`src/source/daqPkg.sv`:
```
package daqPkg;

    //////////////////////////////////////////////////
    // Widths and depths
    //////////////////////////////////////////////////
    localparam int dacBits   = 10;  // Threshold DAC code
    localparam int scBits    = 44;  // Shortened slow-control word
    localparam int wordBits  = 16;  // Readout and FIFO word
    localparam int fifoDepth = 32;

    // Upper bits of a marker word, DAC code fills the rest
    localparam logic [wordBits-dacBits-1:0] markerTag = 6'b101100;

    //////////////////////////////////////////////////
    // APB register map, byte addresses
    //////////////////////////////////////////////////
    localparam logic [7:0] addrCtrl    = 8'h00;  // W: bit0 load, bit1 sweep
    localparam logic [7:0] addrStatus  = 8'h04;  // R: busy, fifoEmpty, overflow
    localparam logic [7:0] addrHeader  = 8'h08;
    localparam logic [7:0] addrDac0    = 8'h0C;
    localparam logic [7:0] addrDac12   = 8'h10;
    localparam logic [7:0] addrSweep   = 8'h14;  // startDac / endDac
    localparam logic [7:0] addrAcqTime = 8'h18;
    localparam logic [7:0] addrFifo    = 8'h1C;  // Read pops one word

    //////////////////////////////////////////////////
    // Bundles
    //////////////////////////////////////////////////
    typedef struct packed {
        logic        psel;
        logic        penable;
        logic        pwrite;
        logic [7:0]  paddr;
        logic [31:0] pwdata;
    } apbReq_t;

    typedef struct packed {
        logic [31:0] prdata;
        logic        pready;
    } apbRsp_t;

    // Bit order matches the shift order, MSB goes out first
    typedef struct packed {
        logic [7:0]         header;
        logic [dacBits-1:0] dac0;
        logic [dacBits-1:0] dac1;
        logic [dacBits-1:0] dac2;
        logic [5:0]         ctestChannel;
    } scConfig_t;

    typedef struct packed {
        logic select;    // 1 = slow-control register
        logic srRstb;    // Selected register reset, active low
        logic srCk;
        logic srIn;
        logic startAcq;
    } asicPins_t;

    typedef struct packed {
        logic                valid;
        logic [wordBits-1:0] data;
    } fifoWrite_t;

endpackage

```
`src/source/daqControl.sv`:
```
module daqControl (
    input  logic                        Clk,
    input  logic                        arstN,
    input  daqPkg::apbReq_t             apbReq,
    output daqPkg::apbRsp_t             apbRsp,
    output logic                        scLoad,
    output daqPkg::scConfig_t           scWord,
    input  logic                        scDone,
    output logic                        markerReq,
    output logic [daqPkg::dacBits-1:0]  markerDac,
    output logic                        startAcq,
    output logic                        startReadout,
    input  logic                        endReadout,
    input  logic [daqPkg::wordBits-1:0] fifoHead,
    input  logic                        fifoEmpty,
    input  logic                        overflow,
    output logic                        pop
);
    typedef enum logic [2:0] {
        stIdle, stLoad, stWaitSc, stMarker, stAcq, stReadout, stWaitEnd
    } ctrlState_t;

    ctrlState_t                 state;
    logic                       sweepMode;   // 0 = single config load
    logic [daqPkg::dacBits-1:0] stepDac;     // DAC0 code of current step
    logic [15:0]                acqCnt;      // Window cycles left
    logic                       busy;
    logic                       apbWrite, apbRead;
    logic                       ctrlWrite, loadGo, sweepGo;

    // Slow-control and sweep settings
    logic [7:0]                 header;
    logic [5:0]                 ctestChannel;
    logic [daqPkg::dacBits-1:0] dac0, dac1, dac2;
    logic [daqPkg::dacBits-1:0] startDac, endDac;
    logic [15:0]                acqTime;

    //////////////////////////////////////////////////
    // APB slave with zero wait states
    //////////////////////////////////////////////////
    assign apbWrite  = apbReq.psel & apbReq.penable & apbReq.pwrite;
    assign apbRead   = apbReq.psel & apbReq.penable & ~apbReq.pwrite;
    assign ctrlWrite = apbWrite && apbReq.paddr == daqPkg::addrCtrl && !busy;
    assign sweepGo   = ctrlWrite & apbReq.pwdata[1];  // Sweep wins over load
    assign loadGo    = ctrlWrite & apbReq.pwdata[0];

    always_ff @(posedge Clk or negedge arstN) begin
        if (!arstN) begin
            header       <= '0;
            ctestChannel <= '0;
            dac0         <= '0;
            dac1         <= '0;
            dac2         <= '0;
            startDac     <= '0;
            endDac       <= '0;
            acqTime      <= 16'd1;
        end else if (apbWrite) begin
            case (apbReq.paddr)
                daqPkg::addrHeader: begin
                    header       <= apbReq.pwdata[7:0];
                    ctestChannel <= apbReq.pwdata[13:8];
                end
                daqPkg::addrDac0:    dac0 <= apbReq.pwdata[9:0];
                daqPkg::addrDac12: begin
                    dac1 <= apbReq.pwdata[9:0];
                    dac2 <= apbReq.pwdata[25:16];
                end
                daqPkg::addrSweep: begin
                    startDac <= apbReq.pwdata[9:0];
                    endDac   <= apbReq.pwdata[25:16];
                end
                daqPkg::addrAcqTime: acqTime <= apbReq.pwdata[15:0];
                default: ;
            endcase
        end
    end

    always_comb begin
        apbRsp.pready = 1'b1;  // Never stalls
        apbRsp.prdata = '0;
        case (apbReq.paddr)
            daqPkg::addrStatus:  apbRsp.prdata = {29'd0, overflow, fifoEmpty, busy};
            daqPkg::addrHeader:  apbRsp.prdata = {18'd0, ctestChannel, header};
            daqPkg::addrDac0:    apbRsp.prdata = {22'd0, dac0};
            daqPkg::addrDac12:   apbRsp.prdata = {6'd0, dac2, 6'd0, dac1};
            daqPkg::addrSweep:   apbRsp.prdata = {6'd0, endDac, 6'd0, startDac};
            daqPkg::addrAcqTime: apbRsp.prdata = {16'd0, acqTime};
            daqPkg::addrFifo: begin
                if (!fifoEmpty) apbRsp.prdata = {16'd0, fifoHead};  // Empty reads zero
            end
            default: ;
        endcase
    end

    assign pop = apbRead && apbReq.paddr == daqPkg::addrFifo && !fifoEmpty;

    //////////////////////////////////////////////////
    // Load / sweep sequencer
    //////////////////////////////////////////////////
    always_ff @(posedge Clk or negedge arstN) begin
        if (!arstN) begin
            state     <= stIdle;
            sweepMode <= 1'b0;
            stepDac   <= '0;
            acqCnt    <= '0;
        end else begin
            case (state)
                stIdle: begin
                    if (sweepGo) begin
                        sweepMode <= 1'b1;
                        stepDac   <= startDac;
                        state     <= stLoad;
                    end else if (loadGo) begin
                        sweepMode <= 1'b0;
                        stepDac   <= dac0;  // Plain load keeps register DAC0
                        state     <= stLoad;
                    end
                end
                stLoad:   state <= stWaitSc;  // scLoad pulse
                stWaitSc: begin
                    if (scDone) state <= sweepMode ? stMarker : stIdle;
                end
                stMarker: begin
                    acqCnt <= acqTime;
                    state  <= stAcq;
                end
                stAcq: begin
                    // Window is exactly acqTime cycles
                    if (acqCnt <= 16'd1) state <= stReadout;
                    else acqCnt <= acqCnt - 1'b1;
                end
                stReadout: state <= stWaitEnd;
                stWaitEnd: begin
                    if (endReadout) begin
                        if (stepDac == endDac) begin
                            state <= stIdle;  // Last code done
                        end else begin
                            stepDac <= stepDac + 1'b1;
                            state   <= stLoad;
                        end
                    end
                end
                default: state <= stIdle;
            endcase
        end
    end

    assign busy         = state != stIdle;
    assign scLoad       = state == stLoad;
    assign markerReq    = state == stMarker;
    assign markerDac    = stepDac;
    assign startAcq     = state == stAcq;
    assign startReadout = state == stReadout;
    assign scWord       = '{header: header, dac0: stepDac, dac1: dac1, dac2: dac2,
                            ctestChannel: ctestChannel};

    // A shift ends only in the wait state and never inside a window
    assert property (@(posedge Clk) disable iff (!arstN) scDone |-> state == stWaitSc);

endmodule

```
`src/source/daqTop.sv`:
```
module daqTop (
    input  logic              Clk,
    input  logic              arstN,
    input  daqPkg::apbReq_t   apbReq,
    output daqPkg::apbRsp_t   apbRsp,
    output wire daqPkg::asicPins_t asicPins,
    output logic              startReadout,
    input  logic              dout,        // Serial data, active low
    input  logic              transmitOn,  // Low while data is sent
    input  logic              endReadout
);
    // Sequencer to shifter
    logic                          scLoad;
    daqPkg::scConfig_t             scWord;
    logic                          scDone;
    // Sequencer to framer
    logic                          markerReq;
    logic [daqPkg::dacBits-1:0]    markerDac;
    // Framer, FIFO and host side
    daqPkg::fifoWrite_t            fifoWrite;
    logic [daqPkg::wordBits-1:0]   fifoHead;
    logic                          fifoEmpty;
    logic                          overflow;
    logic                          pop;

    daqControl ctrl (
        .Clk(Clk), .arstN(arstN),
        .apbReq(apbReq), .apbRsp(apbRsp),
        .scLoad(scLoad), .scWord(scWord), .scDone(scDone),
        .markerReq(markerReq), .markerDac(markerDac),
        .startAcq(asicPins.startAcq),
        .startReadout(startReadout), .endReadout(endReadout),
        .fifoHead(fifoHead), .fifoEmpty(fifoEmpty), .overflow(overflow),
        .pop(pop)
    );

    scShifter shifter (
        .Clk(Clk), .arstN(arstN),
        .scLoad(scLoad), .scWord(scWord), .scDone(scDone),
        .select(asicPins.select),
        .srRstb(asicPins.srRstb),
        .srCk(asicPins.srCk),
        .srIn(asicPins.srIn)
    );

    readoutFramer framer (
        .Clk(Clk), .arstN(arstN),
        .markerReq(markerReq), .markerDac(markerDac),
        .dout(dout), .transmitOn(transmitOn),
        .fifoWrite(fifoWrite)
    );

    eventFifo fifo (
        .Clk(Clk), .arstN(arstN),
        .fifoWrite(fifoWrite), .pop(pop),
        .head(fifoHead), .empty(fifoEmpty),
        .full(),               // Full only matters inside, as overflow
        .overflow(overflow)
    );

endmodule

```
`src/source/eventFifo.sv`:
```
module eventFifo (
    input  logic                        Clk,
    input  logic                        arstN,
    input  daqPkg::fifoWrite_t          fifoWrite,
    input  logic                        pop,
    output logic [daqPkg::wordBits-1:0] head,
    output logic                        empty,
    output logic                        full,
    output logic                        overflow
);
    localparam int ptrBits = $clog2(daqPkg::fifoDepth);

    logic [daqPkg::wordBits-1:0] mem [daqPkg::fifoDepth];
    logic [ptrBits:0]            wrPtr, rdPtr;  // Extra wrap bit
    logic                        push;

    assign push  = fifoWrite.valid && !full;  // Full drops the word
    assign empty = wrPtr == rdPtr;
    assign full  = wrPtr == {~rdPtr[ptrBits], rdPtr[ptrBits-1:0]};
    assign head  = mem[rdPtr[ptrBits-1:0]];

    always_ff @(posedge Clk) begin
        if (push) mem[wrPtr[ptrBits-1:0]] <= fifoWrite.data;
    end

    always_ff @(posedge Clk or negedge arstN) begin
        if (!arstN) begin
            wrPtr    <= '0;
            rdPtr    <= '0;
            overflow <= 1'b0;
        end else begin
            if (push) wrPtr <= wrPtr + 1'b1;
            if (pop && !empty) rdPtr <= rdPtr + 1'b1;
            if (fifoWrite.valid && full) overflow <= 1'b1;  // Sticky
        end
    end

    // Host side must check fifoEmpty before popping
    assert property (@(posedge Clk) disable iff (!arstN) pop |-> !empty);

endmodule

```
`src/source/readoutFramer.sv`:
```
module readoutFramer (
    input  logic                       Clk,
    input  logic                       arstN,
    input  logic                       markerReq,
    input  logic [daqPkg::dacBits-1:0] markerDac,
    input  logic                       dout,        // Active low data
    input  logic                       transmitOn,  // Active low frame
    output daqPkg::fifoWrite_t         fifoWrite
);
    logic [daqPkg::wordBits-2:0]         shiftReg;  // Bits gathered so far
    logic [$clog2(daqPkg::wordBits)-1:0] bitCnt;
    logic                                dataBit;
    logic                                wordDone;
    logic                                wrValid;
    logic [daqPkg::wordBits-1:0]         wrData;

    assign dataBit  = ~dout;
    assign wordDone = !transmitOn && bitCnt == 4'(daqPkg::wordBits - 1);

    //////////////////////////////////////////////////
    // Serial to parallel, MSB first
    //////////////////////////////////////////////////
    always_ff @(posedge Clk or negedge arstN) begin
        if (!arstN) begin
            bitCnt <= '0;
        end else if (transmitOn) begin
            bitCnt <= '0;  // Partial word thrown away
        end else begin
            bitCnt <= bitCnt + 1'b1;  // Wraps after 16th bit
        end
    end

    always_ff @(posedge Clk) begin
        if (!transmitOn) shiftReg <= {shiftReg[daqPkg::wordBits-3:0], dataBit};
    end

    //////////////////////////////////////////////////
    // FIFO write port
    //////////////////////////////////////////////////
    always_ff @(posedge Clk or negedge arstN) begin
        if (!arstN) wrValid <= 1'b0;
        else wrValid <= markerReq | wordDone;
    end

    always_ff @(posedge Clk) begin
        if (markerReq) begin
            wrData <= {daqPkg::markerTag, markerDac};  // Step marker
        end else if (wordDone) begin
            wrData <= {shiftReg, dataBit};
        end
    end

    assign fifoWrite = '{valid: wrValid, data: wrData};

endmodule

```
`src/source/scShifter.sv`:
```
module scShifter (
    input  logic              Clk,
    input  logic              arstN,
    input  logic              scLoad,
    input  daqPkg::scConfig_t scWord,
    output logic              scDone,
    output logic              select,
    output logic              srRstb,
    output logic              srCk,
    output logic              srIn
);
    typedef enum logic [1:0] {scIdle, scReset, scShift, scEnd} scState_t;

    scState_t                            state;
    logic                                phase;   // 0 = clock low half
    logic [$clog2(daqPkg::scBits)-1:0]   bitCnt;
    logic [daqPkg::scBits-1:0]           shiftReg;
    logic                                nextBit;

    // Take the next MSB at end of reset or after a bit's high half
    assign nextBit = phase && (state == scReset ||
                     (state == scShift && bitCnt != 6'(daqPkg::scBits - 1)));

    always_ff @(posedge Clk) begin
        if (state == scIdle && scLoad) shiftReg <= scWord;
        else if (nextBit) shiftReg <= shiftReg << 1;
    end

    always_ff @(posedge Clk or negedge arstN) begin
        if (!arstN) begin
            state  <= scIdle;
            phase  <= 1'b0;
            bitCnt <= '0;
            scDone <= 1'b0;
            select <= 1'b0;
            srRstb <= 1'b1;
            srCk   <= 1'b0;
            srIn   <= 1'b0;
        end else begin
            scDone <= 1'b0;
            case (state)
                scIdle: begin
                    if (scLoad) begin
                        select <= 1'b1;
                        srRstb <= 1'b0;  // Clear selected register
                        phase  <= 1'b0;
                        state  <= scReset;
                    end
                end
                scReset: begin
                    phase <= ~phase;
                    if (phase) begin  // Second reset cycle
                        srRstb <= 1'b1;
                        srIn   <= shiftReg[daqPkg::scBits-1];
                        bitCnt <= '0;
                        phase  <= 1'b0;
                        state  <= scShift;
                    end
                end
                scShift: begin
                    if (!phase) begin
                        srCk  <= 1'b1;  // Data already stable
                        phase <= 1'b1;
                    end else begin
                        srCk  <= 1'b0;
                        phase <= 1'b0;
                        if (bitCnt == 6'(daqPkg::scBits - 1)) begin
                            scDone <= 1'b1;
                            state  <= scEnd;
                        end else begin
                            bitCnt <= bitCnt + 1'b1;
                            srIn   <= shiftReg[daqPkg::scBits-1];
                        end
                    end
                end
                scEnd: begin
                    select <= 1'b0;  // Drops after scDone
                    state  <= scIdle;
                end
                default: state <= scIdle;
            endcase
        end
    end

    // ASIC samples srIn on srCk rise
    assert property (@(posedge Clk) disable iff (!arstN) srCk |-> $stable(srIn));

endmodule

```
`config.mk`:
```
export PLATFORM = sky130hd
export DESIGN_NAME = daqTop
export DESIGN_NICKNAME = d
export VERILOG_FILES = /design/src/source/daqPkg.sv /design/src/source/daqControl.sv /design/src/source/daqTop.sv /design/src/source/eventFifo.sv /design/src/source/readoutFramer.sv /design/src/source/scShifter.sv
export SDC_FILE = /design/constraint.sdc
export NUM_CORES = 1
export LEC_CHECK = 0
export ABC_AREA = 0
export ABC_CLOCK_PERIOD_IN_PS = 5200
export CAP_MARGIN = 20
export CORE_MARGIN = 4
export CORE_UTILIZATION = 45
export CTS_CLUSTER_SIZE = 24
export DETAILED_ROUTE_END_ITERATION = 6
export DONT_BUFFER_PORTS = 1
export PLACE_DENSITY = 0.7
export SYNTH_ARGS = -nofsm -noshare
export SYNTH_HDL_FRONTEND = slang
export SYNTH_HIERARCHICAL = 1
export SYNTH_SLANG_ARGS = --single-unit
```
`constraint.sdc`:
```
create_clock -name Clk -period 5.2 [get_ports Clk]
set_input_delay 1.04 -clock Clk [delete_from_list [all_inputs] [get_ports Clk]]
set_output_delay 1.04 -clock Clk [all_outputs]
set_load 0.01 [all_outputs]
```
==> results of run 1 <==
## stage by stage
step / std cells / util, % / cell area [um2]
after CTS: 2708 / 50.8 / 33700
after global routing: 2720 / 51.3 / 34000
after detailed placement: 2574 / 47.3 / 31300
after global placement: 2572 / 47.2 / 31300
final: 2720 / 51.3 / 34000
after floorplan: 1751 / - / 30200
## sequential cells by signal, indices dropped and copies added, names as in the netlist, 8 cells and up
signal	count
ctrl/dac1	10
framer/wrData	16
fifo/mem	512
ctrl/acqCnt	16
ctrl/dac2	10
ctrl/markerDac	10
ctrl/dac0	10
ctrl/endDac	10
ctrl/header	8
shifter/shiftReg	44
framer/shiftReg	15
ctrl/acqTime	16
ctrl/startDac	10
## where the power goes
group	internal (mW)	switching (mW)	total (mW)
clock network	3.03	2.13	5.16
registers	6.81	0.329	7.14
logic	0.625	0.943	1.57
## synth_stat cells (15+ instances only)
cell type | instances | area share, %
a21oi_1 | 58 | 0.96
a22o_1 | 28 | 0.81
a22oi_1 | 50 | 1.2
buf_2 | 20 | 0.33
buf_4 | 30 | 0.75
clkbuf_1 | 46 | 0.57
dfrtp_1 | 140 | 12
edfxtp_1 | 581 | 58
ha_1 | 15 | 0.62
inv_1 | 21 | 0.26
mux2_2 | 140 | 5.2
mux2i_1 | 85 | 2.8
mux4_2 | 94 | 7.0
nand2_1 | 49 | 0.61
nand3_1 | 31 | 0.51
nor2_1 | 81 | 1.0
nor3_1 | 20 | 0.33
o21ai_0 | 15 | 0.25
o221ai_1 | 17 | 0.49
o22ai_1 | 18 | 0.37
xnor2_1 | 16 | 0.46
## cells by family (layout without fill, tap and decap cells)
| kind of cell | Yosys count | in the layout | synth area share (%) |
|---|---|---|---|
| flops | 729 | 729 | 69.9 |
| simple gates | 264 | 264 | 4.61 |
| mux | 321 | 321 | 15.2 |
| fa+ha+maj | 15 | 15 | 0.621 |
| other cells | 2 | 7 | 0.0249 |
| compound gates | 257 | 257 | 6.52 |
| buf+inv | 131 | 236 | 2.36 |
| xor+xnor | 27 | 27 | 0.783 |
## how the worst min path moves through the flow
stage | end | start | cells after the start | slack, ps
floorplan | framer/shiftReg[1]$_DFFE_PN_ | framer/shiftReg[0]$_DFFE_PN_ | 0 | 420
global placement | framer/shiftReg[5]$_DFFE_PN_ | framer/shiftReg[4]$_DFFE_PN_ | 0 | 430
detailed placement | framer/shiftReg[1]$_DFFE_PN_ | framer/shiftReg[0]$_DFFE_PN_ | 0 | 430
CTS | shifter/state[1]$_DFFE_PN0P_ | arstN | 0 | 90
global route | shifter/state[0]$_DFFE_PN0P_ | arstN | 0 | 100
finish | shifter/srCk$_DFFE_PN0P_ | arstN | 0 | 130
## layout make-up
type	instances	area [um2]
Fill cell	5181	32200
Sequential cell	729	21100
Multi-Input combinational cell	891	8420
Clock buffer	100	2100
Tap cell	864	1080
Timing Repair Buffer	81	902
Clock inverter	34	274
Inverter	21	78.8
## critical path: stages (launching register included)
cell       delay (ps)
dfrtp_4           740
buf_12            330
mux4_2            550
a22o_1            320
a2111oi_2         620
a21oi_1           190
a22oi_1           220
nand3_1           190
## metal layers
metal | part of all wire, % | up-vias
li1 | - | 7062
met1 | 41 | 8456
met2 | 47 | 721
met3 | 7.9 | 111
met4 | 3.7 | 0
met5 | 0 | -
==> results, run 1 <==
- The routed layout has 16350 vias.
- In this run the remaining antenna-violating nets after routing total 0.
- Setup repair after global routing left no endpoint under its margin.
- In this run the critical register-to-register path is captured at fifo/rdPtr[1]$_DFFE_PN0P_.
- The endpoint of the worst setup timing path is apbRsp[7].
- The maximum number of pins on one net before global-route repair is 143.
- Pin placement for this block handled 87 I/O pins.
- The first routing iteration left 1818 violations.
- The clock net in this run drives a total of 729 sinks.
- The flow ran to the end, and the final reports show no timing, DRC or antenna violations.
- The global-route wire length before repair is 103000 um.
- The total CTS buffers is 74.
- The worst slew margin relative to its limit is 28.2%.
- The met2 global-route usage is 30.2%.
- The number of pins exceeding their max-slew limit in the final report is 0.
- The worst min-delay path category is in -> async.
- After clock tree synthesis, the clock-pin slew on the worst setup and hold paths is 60 ps.
- The post-route worst hold slack is 129 ps.
- The longest clock path from root to sink contains 3 buffers.
- Adding up every negative setup slack in the final design gives 0 ps.
- The origin of the worst setup path is fifo/rdPtr[0]$_DFFE_PN0P_.
- Measured in cells, the most critical reg-to-reg path has a length of 11.
- The source-to-sink clock delay at the later pin of the worst-skew pair is 610 ps.
- The kind of end point of the critical path is a primary output.
- The number of hold violations in the final report came to 0.
- The share of the yosys chip area belonging to registers is 69.9%.
- In this run the power density over the cells is 408 nW/um2.
- The per-instance average area after synthesis is 17.3 um2.
- The number of antenna violations at the first check in global routing was 1.
- For this run, the leading register cell type out of synthesis is edfxtp_1.
- The final critical-path setup slack is 351 ps.
- The detailed-router iteration count before antenna repair is 5.
- After detailed routing, the average wire length per cell comes to 25.4 um.
- The post-CTS setup buffer count is 0.
- The clock period minus worst slack is 4850 ps.
- The share of final-layout standard cells stronger than drive strength 1 is 25.4%.
- The number of global-route vias before repair is 16115.
- The cell count after synthesis is 1746.
- The post-layout net count is 1861.
- Counting flops and latches in the post-synthesis netlist gives 729.
- At the pin with the least slew margin, the transition time is 1070 ps.
- After synthesis the cells add up to 30200 um2.
- For this configuration, the core starts out at a cell density of 45.6%.
- In this run the horizontal extent of the chip is 267 um.
- Yosys printed 6 warnings.
- The core region is 66200 um2.
- The final clock period utilization by the worst path is 93.3%.
- Global routing consumed, on the met3 layer, 3.31% of the routing resources.
- STA puts the critical path data required time at 4160 ps.
- At the end of routability-driven placement, the weighted congestion stood at 0.881.
- From synthesis to final layout, the design area changed by 12.5%.
- The overall power of the completed layout is 13.9 mW.
- From bottom edge to top edge, the die measures 267 um.
- The setup violation total in the final timing report is 0.
- The standby leakage power is 11.9 nW.
- The number of library cell types mapped by synthesis is 88.
- In the layout the commonest cells are edfxtp_1 (581), mux2_2 (140), dfrtp_1 (137).
- The average via count per standard cell is 6.01.
- The global routing's busiest layer is met2.
- The area of the die is 71400 um2.
- The start-to-end type of the worst setup path is reg -> out.
- The tool flagged a number of max-cap violations equal to 0.
- The TritonCTS clock tree is done.
- The depth of the CTS H-tree is 3.
- The number of diodes added for antenna fixing is 0.
- The count of cells resized by post-cts repair is 0.
- The floorplan has 94 rows.
- The startpoint class of the critical path is a register.
- For this run, design rule violations remaining after detail routing come to 0.
- VDD sags by at most 0.000201 V.
- At the placement stage, the worst setup path has a slack of 929 ps.
- The number of enable-type register cells in the synthesized netlist is 581.
- Global routing finished with a remaining overflow of 0.
- The overall fraction of global-route tracks in use is 19.3%.
- The startpoint identified for the worst register-to-register timing path is fifo/rdPtr[0]$_DFFE_PN0P_.
- The most frequent standard cell in the layout excluding fill and tap cells is edfxtp_1.
- Hold repair after CTS inserted 0 buffers.
- In the global route stage, met1 resource usage came out at 27.1%.
- The arrival time at the worst endpoint is 3810 ps.
- Summed over all layers, the routed wires come to 69100 um.
- The detailed-placement wirelength estimate is 42000 um.
- Buffers placed on the I/O ports in this run total 0.
- The timing-limited maximum frequency is 0.206 GHz.
- The clock tree root driver cell is clkbuf_16.
- In this run the register-to-register setup slack is 1460 ps.
- On the final layout, the worst clock skew is 16.0 ps.
- The top fanout value on the critical path is 35.
- Of all flip-flops after synthesis, the portion carrying an async set or reset was 19.5%.
Power figures use the tool's default switching activity.
==> run 2: changes to the inputs <==
--- a/config.mk
+++ b/config.mk
@@ -8,6 +8,7 @@
 export ABC_AREA = 0
 export ABC_CLOCK_PERIOD_IN_PS = 5200
 export CAP_MARGIN = 20
+export CORE_ASPECT_RATIO = 1.4
 export CORE_MARGIN = 4
 export CORE_UTILIZATION = 45
 export CTS_CLUSTER_SIZE = 24
@@ -16,5 +17,4 @@
 export PLACE_DENSITY = 0.7
 export SYNTH_ARGS = -nofsm -noshare
 export SYNTH_HDL_FRONTEND = slang
-export SYNTH_HIERARCHICAL = 1
 export SYNTH_SLANG_ARGS = --single-unit
==> run 2 against run 1 <==
Compared with the run above: clock skew rose by 2.0 ps; critical path depth fell by 2; area after synthesis rose by 0.22%; die area rose by 0.29%; critical path type unchanged; largest power group unchanged; highest routed layer unchanged.
==> results, run 2 <==
- In this run, post-CTS repair resized a total of 0 instances.
- Setup repair after global routing left no endpoint under its margin.
- The slowest stage of the critical path belongs to the cell dfrtp_4.
- 0 antenna diodes ended up in the layout.
- The clock-pin slew on the worst setup and hold paths is 60 ps.
- The number of fill cells in the layout is 5404.
- Clock latency on the worst-skew pair, taken at its later pin, is 610 ps.
- Data arrives at the worst endpoint at 3730 ps.
- The post-CTS setup buffer count is 0.
- Counting along the longest clock path gives a buffer depth of 3.
- The share of final-layout standard cells stronger than drive strength 1 is 18.7%.
- The residual overflow from global routing is 0.
- The detailed-router iteration count before antenna repair is 7.
- The maximum number of pins on one net before global-route repair is 143.
- The most instantiated library cell after synthesis is edfxtp_1.
- Ranked by total cell area, the synthesized netlist is headed by edfxtp_1 (58%), dfrtp_1 (12%), mux4_2 (6.3%), nand2_1 (2.8%), mux2i_1 (2.6%).
- The clock tree root driver cell is clkbuf_16.
- The initial utilization of the core area, before any placement, comes to 45.4%.
- The tool flagged a number of max-cap violations equal to 0.
- Setup violations remaining at the end of the flow were counted as 0.
- In this run switching power makes up 25.8% of total power.
- TritonCTS created 66 clock buffers.
- The total number of clock tree sinks is 729.
- The worst path uses 91.7% of the clock period.
- The critical path goes through buf_4 -> mux4_2 -> a22o_1 -> a211oi_1 -> o21ai_1.
- The weighted congestion at the end of routability-driven global placement is 0.885.
- The die is 315 um tall.
- The number of placement rows is 112.
- Leaving out fill and tap cells, the most frequent cells in the layout are edfxtp_1 (581), nand2_1 (226), dfrtp_1 (138).
- Based on the critical path, the design can be clocked at up to 0.210 GHz.
- At the end of the flow, the number of nets in the layout was 2001.
- For this run, the total global-route usage over all layers was measured as 20.7%.
- The measured slew at the worst slew-check pin is 1100 ps.
- The standby leakage power is 12.4 nW.
- After synthesis the netlist holds a flip-flop and latch count of 729.
- The number of buffers inserted for hold repair after clock tree synthesis is 0.
- The TritonCTS clock tree is done.
- Power comes to 13.4 mW.
- After detailed routing, the number of vias per cell comes to 6.00.
- The number of antenna-violating nets in the routed design is 0.
- The run finished with clean final reports.
- In this design, the stage delay of the slowest critical-path cell is 920 ps.
- The async set-reset flop share out of synthesis is 19.5%.
- The internal power of the cells totals 9.92 mW.
- The most used flip-flop cell after synthesis is edfxtp_1.
- The detailed-placement wirelength estimate is 48000 um.
- The clock arrives with 18.0 ps of skew.
- The number of hold violations in the final report is 0.
- Sequential elements use 69.8% of the synthesized area.
- STA classifies the critical path startpoint as a register.
- The number of global-route vias before repair is 17228.
- Compared with the post-synthesis result, the final layout area differs by 11.4%.
- The depth of the CTS H-tree is 3.
- The switching power summed over all nets is 3.46 mW.
- The number of library cell types mapped by synthesis is 88.
- The number of antenna violations at the first check in global routing is 0.
- After detailed routing, the total wire length is 75400 um.
- The die covers 71600 um2.
- The power per cell area is 396 nW/um2.
- The total DRC errors in the routed layout is 0.
- The number of pins exceeding their max-slew limit in the final report is 0.
- The cell count after synthesis is 1893.
- The share of total power dissipated in the clock network is 36.3%.
- The aggregate negative setup slack is 0 ps.
- The worst ir drop on vdd is 0.000189 V.
- The start-to-end type of the worst setup path is reg -> out.
- The number of enable-type register cells in the synthesized netlist is 581.
- The wire length per cell is 26.5 um.
- By count the netlist is led by edfxtp_1 (581), nand2_1 (227), dfrtp_1 (140), nor2_1 (90), mux4_2 (85).
- The synthesized design spends more area on one cell type than any other, namely edfxtp_1.
- The register with the most flip-flops in the layout has 512 of them.
- The fraction of power consumed by sequential logic is 53.0%.
- The kind of end point of the critical path is a primary output.
- The worst min-delay path category is in -> async.
- The global-route wire length before repair is 110000 um.
- Leaving out fill and tap cells, the most frequent cell in the layout is edfxtp_1.
- The worst slew margin relative to its limit is 26.6%.
- Summing over every cut layer, the via total after detailed routing is 17067.
- The floorplan step set the die width to 227 um.
- In this run the standard cell core region covers 66700 um2.
- The clock period minus worst slack is 4770 ps.
- Port buffering added 0 buffers.
- The number of buffers and inverters on the critical path is 1.
- After detailed placement, the total cell area comes to 31300 um2.
- The kind of cell with the highest combined delay along the critical path is compound AO/OA/AOI/OAI gates.
- The cell area that synthesis handed to floorplanning was 30300 um2.
- The detailed router finished its first iteration with 1769 violations.
- Of all nets on the critical path, the largest fanout is 37.
- The proportion of power drawn by combinational gates is 10.7%.
- The finished cells cover 33700 um2.
- The per-instance average area after synthesis is 16.0 um2.
- After synthesis, the largest area contributor takes up 57.6% of total cell area.
- The required time at the worst-slack endpoint is 4160 ps.
- In this run the count of I/O pins placed on the die edge is 87.
- The Yosys step of the flow raised 0 warnings.
## run 2: cell families after synthesis
group	synth area share [%]
flops	69.8
simple gates	6.96
compound gates	6.45
mux	12.9
buf+inv	2.43
xor+xnor	0.839
fa+ha+maj	0.620
other cells	0.0248
## run 2: area by class of cell
type	count	area (um2)	area share, %
Inverter	20	75.1	0.223
Sequential cell	729	21100	62.7
Timing Repair Buffer	86	866	2.57
Multi-Input combinational cell	1035	8450	25.1
Tap cell	855	1070	3.17
Clock inverter	33	398	1.18
Clock buffer	85	1730	5.14
## run 2: power groups by stage
stage | clock network [mW] | registers (mW) | logic, mW
2_1_floorplan | 0 | 7.00 | 1.15
6_report | 4.85 | 7.09 | 1.43
5_1_grt | 5.16 | 7.13 | 1.58
4_1_cts | 4.93 | 7.11 | 1.38
3_3_place_gp | 0 | 7.20 | 1.31
3_5_place_dp | 0 | 7.23 | 1.37
## run 2: worst paths after layout
kind / startpoint / to / slack (ps) / cells after the start
setup / recovery: fifo.rdPtr[0]$_DFFE_PN0P_ / apbRsp[9] / 430 / 5
hold / removal: arstN / framer.bitCnt[1]$_DFF_PN0_ / 130 / 0
setup reg to reg: fifo.rdPtr[2]$_DFFE_PN0P_ / fifo.mem[11][7]$_DFFE_PP_ / 1610 / 7
hold reg to reg: framer.bitCnt[0]$_DFF_PN0_ / framer.bitCnt[0]$_DFF_PN0_ / 450 / 1
max in group asynchronous: arstN / shifter.srRstb$_DFFE_PN1P_ / 4720 / 0
min in group Clk: framer.bitCnt[0]$_DFF_PN0_ / framer.bitCnt[0]$_DFF_PN0_ / 450 / 1
## run 2: per-stage QoR
stage	utilization, %	hold WS (ps)	worst slack, ps	std cells
3_5_place_dp	46.9	437	964	2714
4_1_cts	50.1	105	318	2832
2_1_floorplan	-	422	1790	1898
3_3_place_gp	46.9	434	992	2714
6_report	50.6	127	430	2843
5_1_grt	50.6	103	224	2843
## run 2: per-layer routing
layer | up-vias | share of wire (%) | global-route usage (%)
li1 | 7405 | - | -
met1 | 8872 | 37 | 24.8
met2 | 639 | 53 | 36.9
met3 | 151 | 5.9 | 3.25
met4 | 0 | 4.5 | 9.01
met5 | - | 0 | 0
==> run 3: changes to the inputs <==
--- a/config.mk
+++ b/config.mk
@@ -10,11 +10,11 @@
 export CAP_MARGIN = 20
 export CORE_ASPECT_RATIO = 1.4
 export CORE_MARGIN = 4
-export CORE_UTILIZATION = 45
+export CORE_UTILIZATION = 35
 export CTS_CLUSTER_SIZE = 24
 export DETAILED_ROUTE_END_ITERATION = 6
 export DONT_BUFFER_PORTS = 1
-export PLACE_DENSITY = 0.7
+export PLACE_DENSITY = 0.59
 export SYNTH_ARGS = -nofsm -noshare
 export SYNTH_HDL_FRONTEND = slang
 export SYNTH_SLANG_ARGS = --single-unit
==> run 3 against run 2 <==
Compared with the run above: first-iteration DRC count shrank 26%; combinational power up 3%; count of clock-buffer cells in the layout grew 12; clock power increased by 1%; flip-flop and latch count did not move; critical path depth stayed put; fmax shrank 1.1%; cell area grew 1.2%; non-clock buffer count is 12 higher.
==> results, run 3 (synthesis gave the netlist of run 2 again) <==
- The later pin in the worst-skew pair is clocked with a latency of 590 ps.
- Buffers inserted during clock tree synthesis total 67.
- Row generation in the floorplan step produced 127 rows.
- Buffers inserted to repair hold after CTS numbered 0.
- In this design, the largest share of critical-path delay is due to compound AO/OA/AOI/OAI gates.
- The initial detailed-routing violation count is 1306.
- In the global route stage, met3 resource usage came out at 2.58%.
- In the global route stage, met2 resource usage came out at 32.6%.
- The number of placed cells counting well taps is 2970.
- The global-route wire length before repair is 118000 um.
- The worst setup path is of the reg -> out kind.
- Power spread over the standard cell area amounts to 394 nW/um2.
- The H-tree was split into 3 levels.
- Setup repair after global routing left no endpoint under its margin.
- The floorplan step defined a core boundary enclosing 85800 um2.
- TritonCTS built the clock tree.
- In the final routed layout, each cell accounts on average for 25.8 um.
- Wires add up to 79900 um.
- IR analysis of the VDD net gives a maximum drop of 0.000261 V.
- The setup violation total in the final timing report is 0.
- The arrival time at the worst endpoint is 3780 ps.
- The slowest stage of the critical path belongs to the cell dfrtp_4.
- The clock period could shrink to 4820 ps.
- Detailed placement ended at an HPWL of 52500 um.
- Entering global routing, the biggest net connects 143 pins.
- The number of diodes added for antenna fixing is 0.
- After clock tree synthesis, the repair step resized 0 gates.
- After global routing the overflow that remains totals 0.
- The number of flip-flops in the largest register is 512.
- The number of pins exceeding their max-slew limit in the final report is 0.
- The required time at the worst-slack endpoint is 4160 ps.
- The measured slew at the worst slew-check pin is 1090 ps.
- The timing-limited maximum frequency is 0.207 GHz.
- The congestion estimate from routability-driven global placement came to 0.888.
- The number of antenna violations at the first check in global routing is 0.
- The tool flagged a number of max-cap violations equal to 0.
- The number of top-level pins is 87.
- The longest clock path from root to sink contains 3 buffers.
- The kind of end point of the critical path is a primary output.
- Counting both buffers and inverters, the worst setup path holds a total of 1.
- The delay of the slowest critical-path stage is 830 ps.
- Dividing the detail-routed via count by the number of cells gives 5.48.
- Across every metal layer, demand over resource in global routing totals 17.3%.
- In this run the horizontal extent of the chip is 257 um.
- Input and output buffers added on the ports amount to 0.
- Counting cells, the worst reg-to-reg path comes to 6.
- The total DRC errors in the routed layout is 0.
- The minimum setup slack among reg-to-reg paths is 2130 ps.
- The area of the die is 91400 um2.
- The worst pin sits at a relative slew slack of 27.6%.
- Once the floorplan was initialized, standard cells occupied 35.3% of the core.
- The met1 track demand over resource in global routing is 19.3%.
- The routed layout has 16998 vias.
- Setup total negative slack on the finished layout was measured at 0 ps.
- After clock tree synthesis, the setup repair step added 0 buffers.
- Summing all placed instances gives a cell area of 31800 um2.
- The most frequent standard cell in the layout excluding fill and tap cells is edfxtp_1.
- STA classifies the critical path startpoint as a register.
- The standby leakage power is 12.5 nW.
- Traced cell by cell, the critical path runs through mux4_1 -> a22o_1 -> a2111oi_1 -> o311ai_0 -> buf_4.
- The global routing's busiest layer is met2.
- The tightest min-delay check is of the in -> async type.
- The critical register-to-register path endpoint is fifo.mem[1][8]$_DFFE_PP_.
- The detailed-router iteration count before antenna repair is 5.
- Summing internal, switching and leakage power gives 13.5 mW.
- The number of global-route vias before repair is 17533.
- The number of hold violations in the final report is 0.
- The run finished with clean final reports.
- Relative to the synthesized area, the layout overhead comes to 12.8%.
- For the final database, setup skew stands at 23.5 ps.
- In the final layout, the share of cells above drive strength 1 is 19.6%.
- The tree is rooted in a clkbuf_16.
- For this run, the share of the core covered by cells in the final layout is 39.8%.
- The clock-pin slew on the worst setup and hold paths is 70 ps.
- Measured along the y axis, the die boundary spans 356 um.
- Along the worst path, the maximum fanout reaches 31.
- Summing all non-filler instances in the final layout gives an area of 34100 um2.
- The total number of clock tree sinks is 729.
- The worst register-to-register path begins at fifo.rdPtr[3]$_DFFE_PN0P_.
- The count of nets left with antenna violations once routing finished came out at 0.
- The final clock period utilization by the worst path is 92.7%.
- For this run, the number of standard cells in the final layout without fillers is 3099.
- Leaving out fill and tap cells, the most frequent cells in the layout are edfxtp_1 (581), nand2_1 (226), dfrtp_1 (138).
- The post-layout net count is 2014.
## run 3: cell types whose count changed in the layout (fill, tap and decap cells not counted), sizes merged
cell,change
buf,+12
clkbuf,+12
inv,-4
bufinv,-3
clkinv,-1
clkinvlp,-1
## run 3: final cells by class
type	count	area [um2]
Fill cell	7742	51700
Sequential cell	729	21100
Multi-Input combinational cell	1035	8460
Clock buffer	97	1980
Tap cell	1096	1370
Timing Repair Buffer	98	920
Clock inverter	24	206
Inverter	20	75.1
## run 3: worst max path at each step
| stage | start | to | slack (ps) | cells after the start |
|---|---|---|---|---|
| 2_1_floorplan | apbReq[37] | apbRsp[11] | 1790 | 4 |
| 3_3_place_gp | fifo.rdPtr[0]$_DFFE_PN0P_ | apbRsp[14] | 880 | 6 |
| 3_5_place_dp | fifo.rdPtr[0]$_DFFE_PN0P_ | apbRsp[14] | 870 | 6 |
| 4_1_cts | fifo.rdPtr[0]$_DFFE_PN0P_ | apbRsp[14] | 230 | 6 |
| 5_1_grt | fifo.rdPtr[0]$_DFFE_PN0P_ | apbRsp[14] | 260 | 6 |
| 6_report | fifo.rdPtr[0]$_DFFE_PN0P_ | apbRsp[11] | 380 | 5 |
## run 3: metal layers
layer	vias up	routed length, um
met5	-	0
met4	0	3670
met3	128	3600
met2	475	43500
met1	8957	29200
li1	7438	-
## run 3: worst reg2reg max path, cell delays in order (launching register included)
cell     delay, ps
dfrtp_1       1000
xor2_1         200
nor3_1         120
a31oi_2        450
nand2_1        330
nor2_1         350
buf_4          300
## run 3: where the power goes
group	total [mW]	internal [mW]	switching, mW
Clock	4.92	2.81	2.11
Combinational	1.47	0.535	0.935
Sequential	7.07	6.70	0.370
## run 3: metrics by stage
step,setup slack (ps),hold WS (ps)
after floorplan,1790,422
after global placement,881,434
after detailed placement,866,438
after CTS,226,103
after global routing,260,105
final,380,142
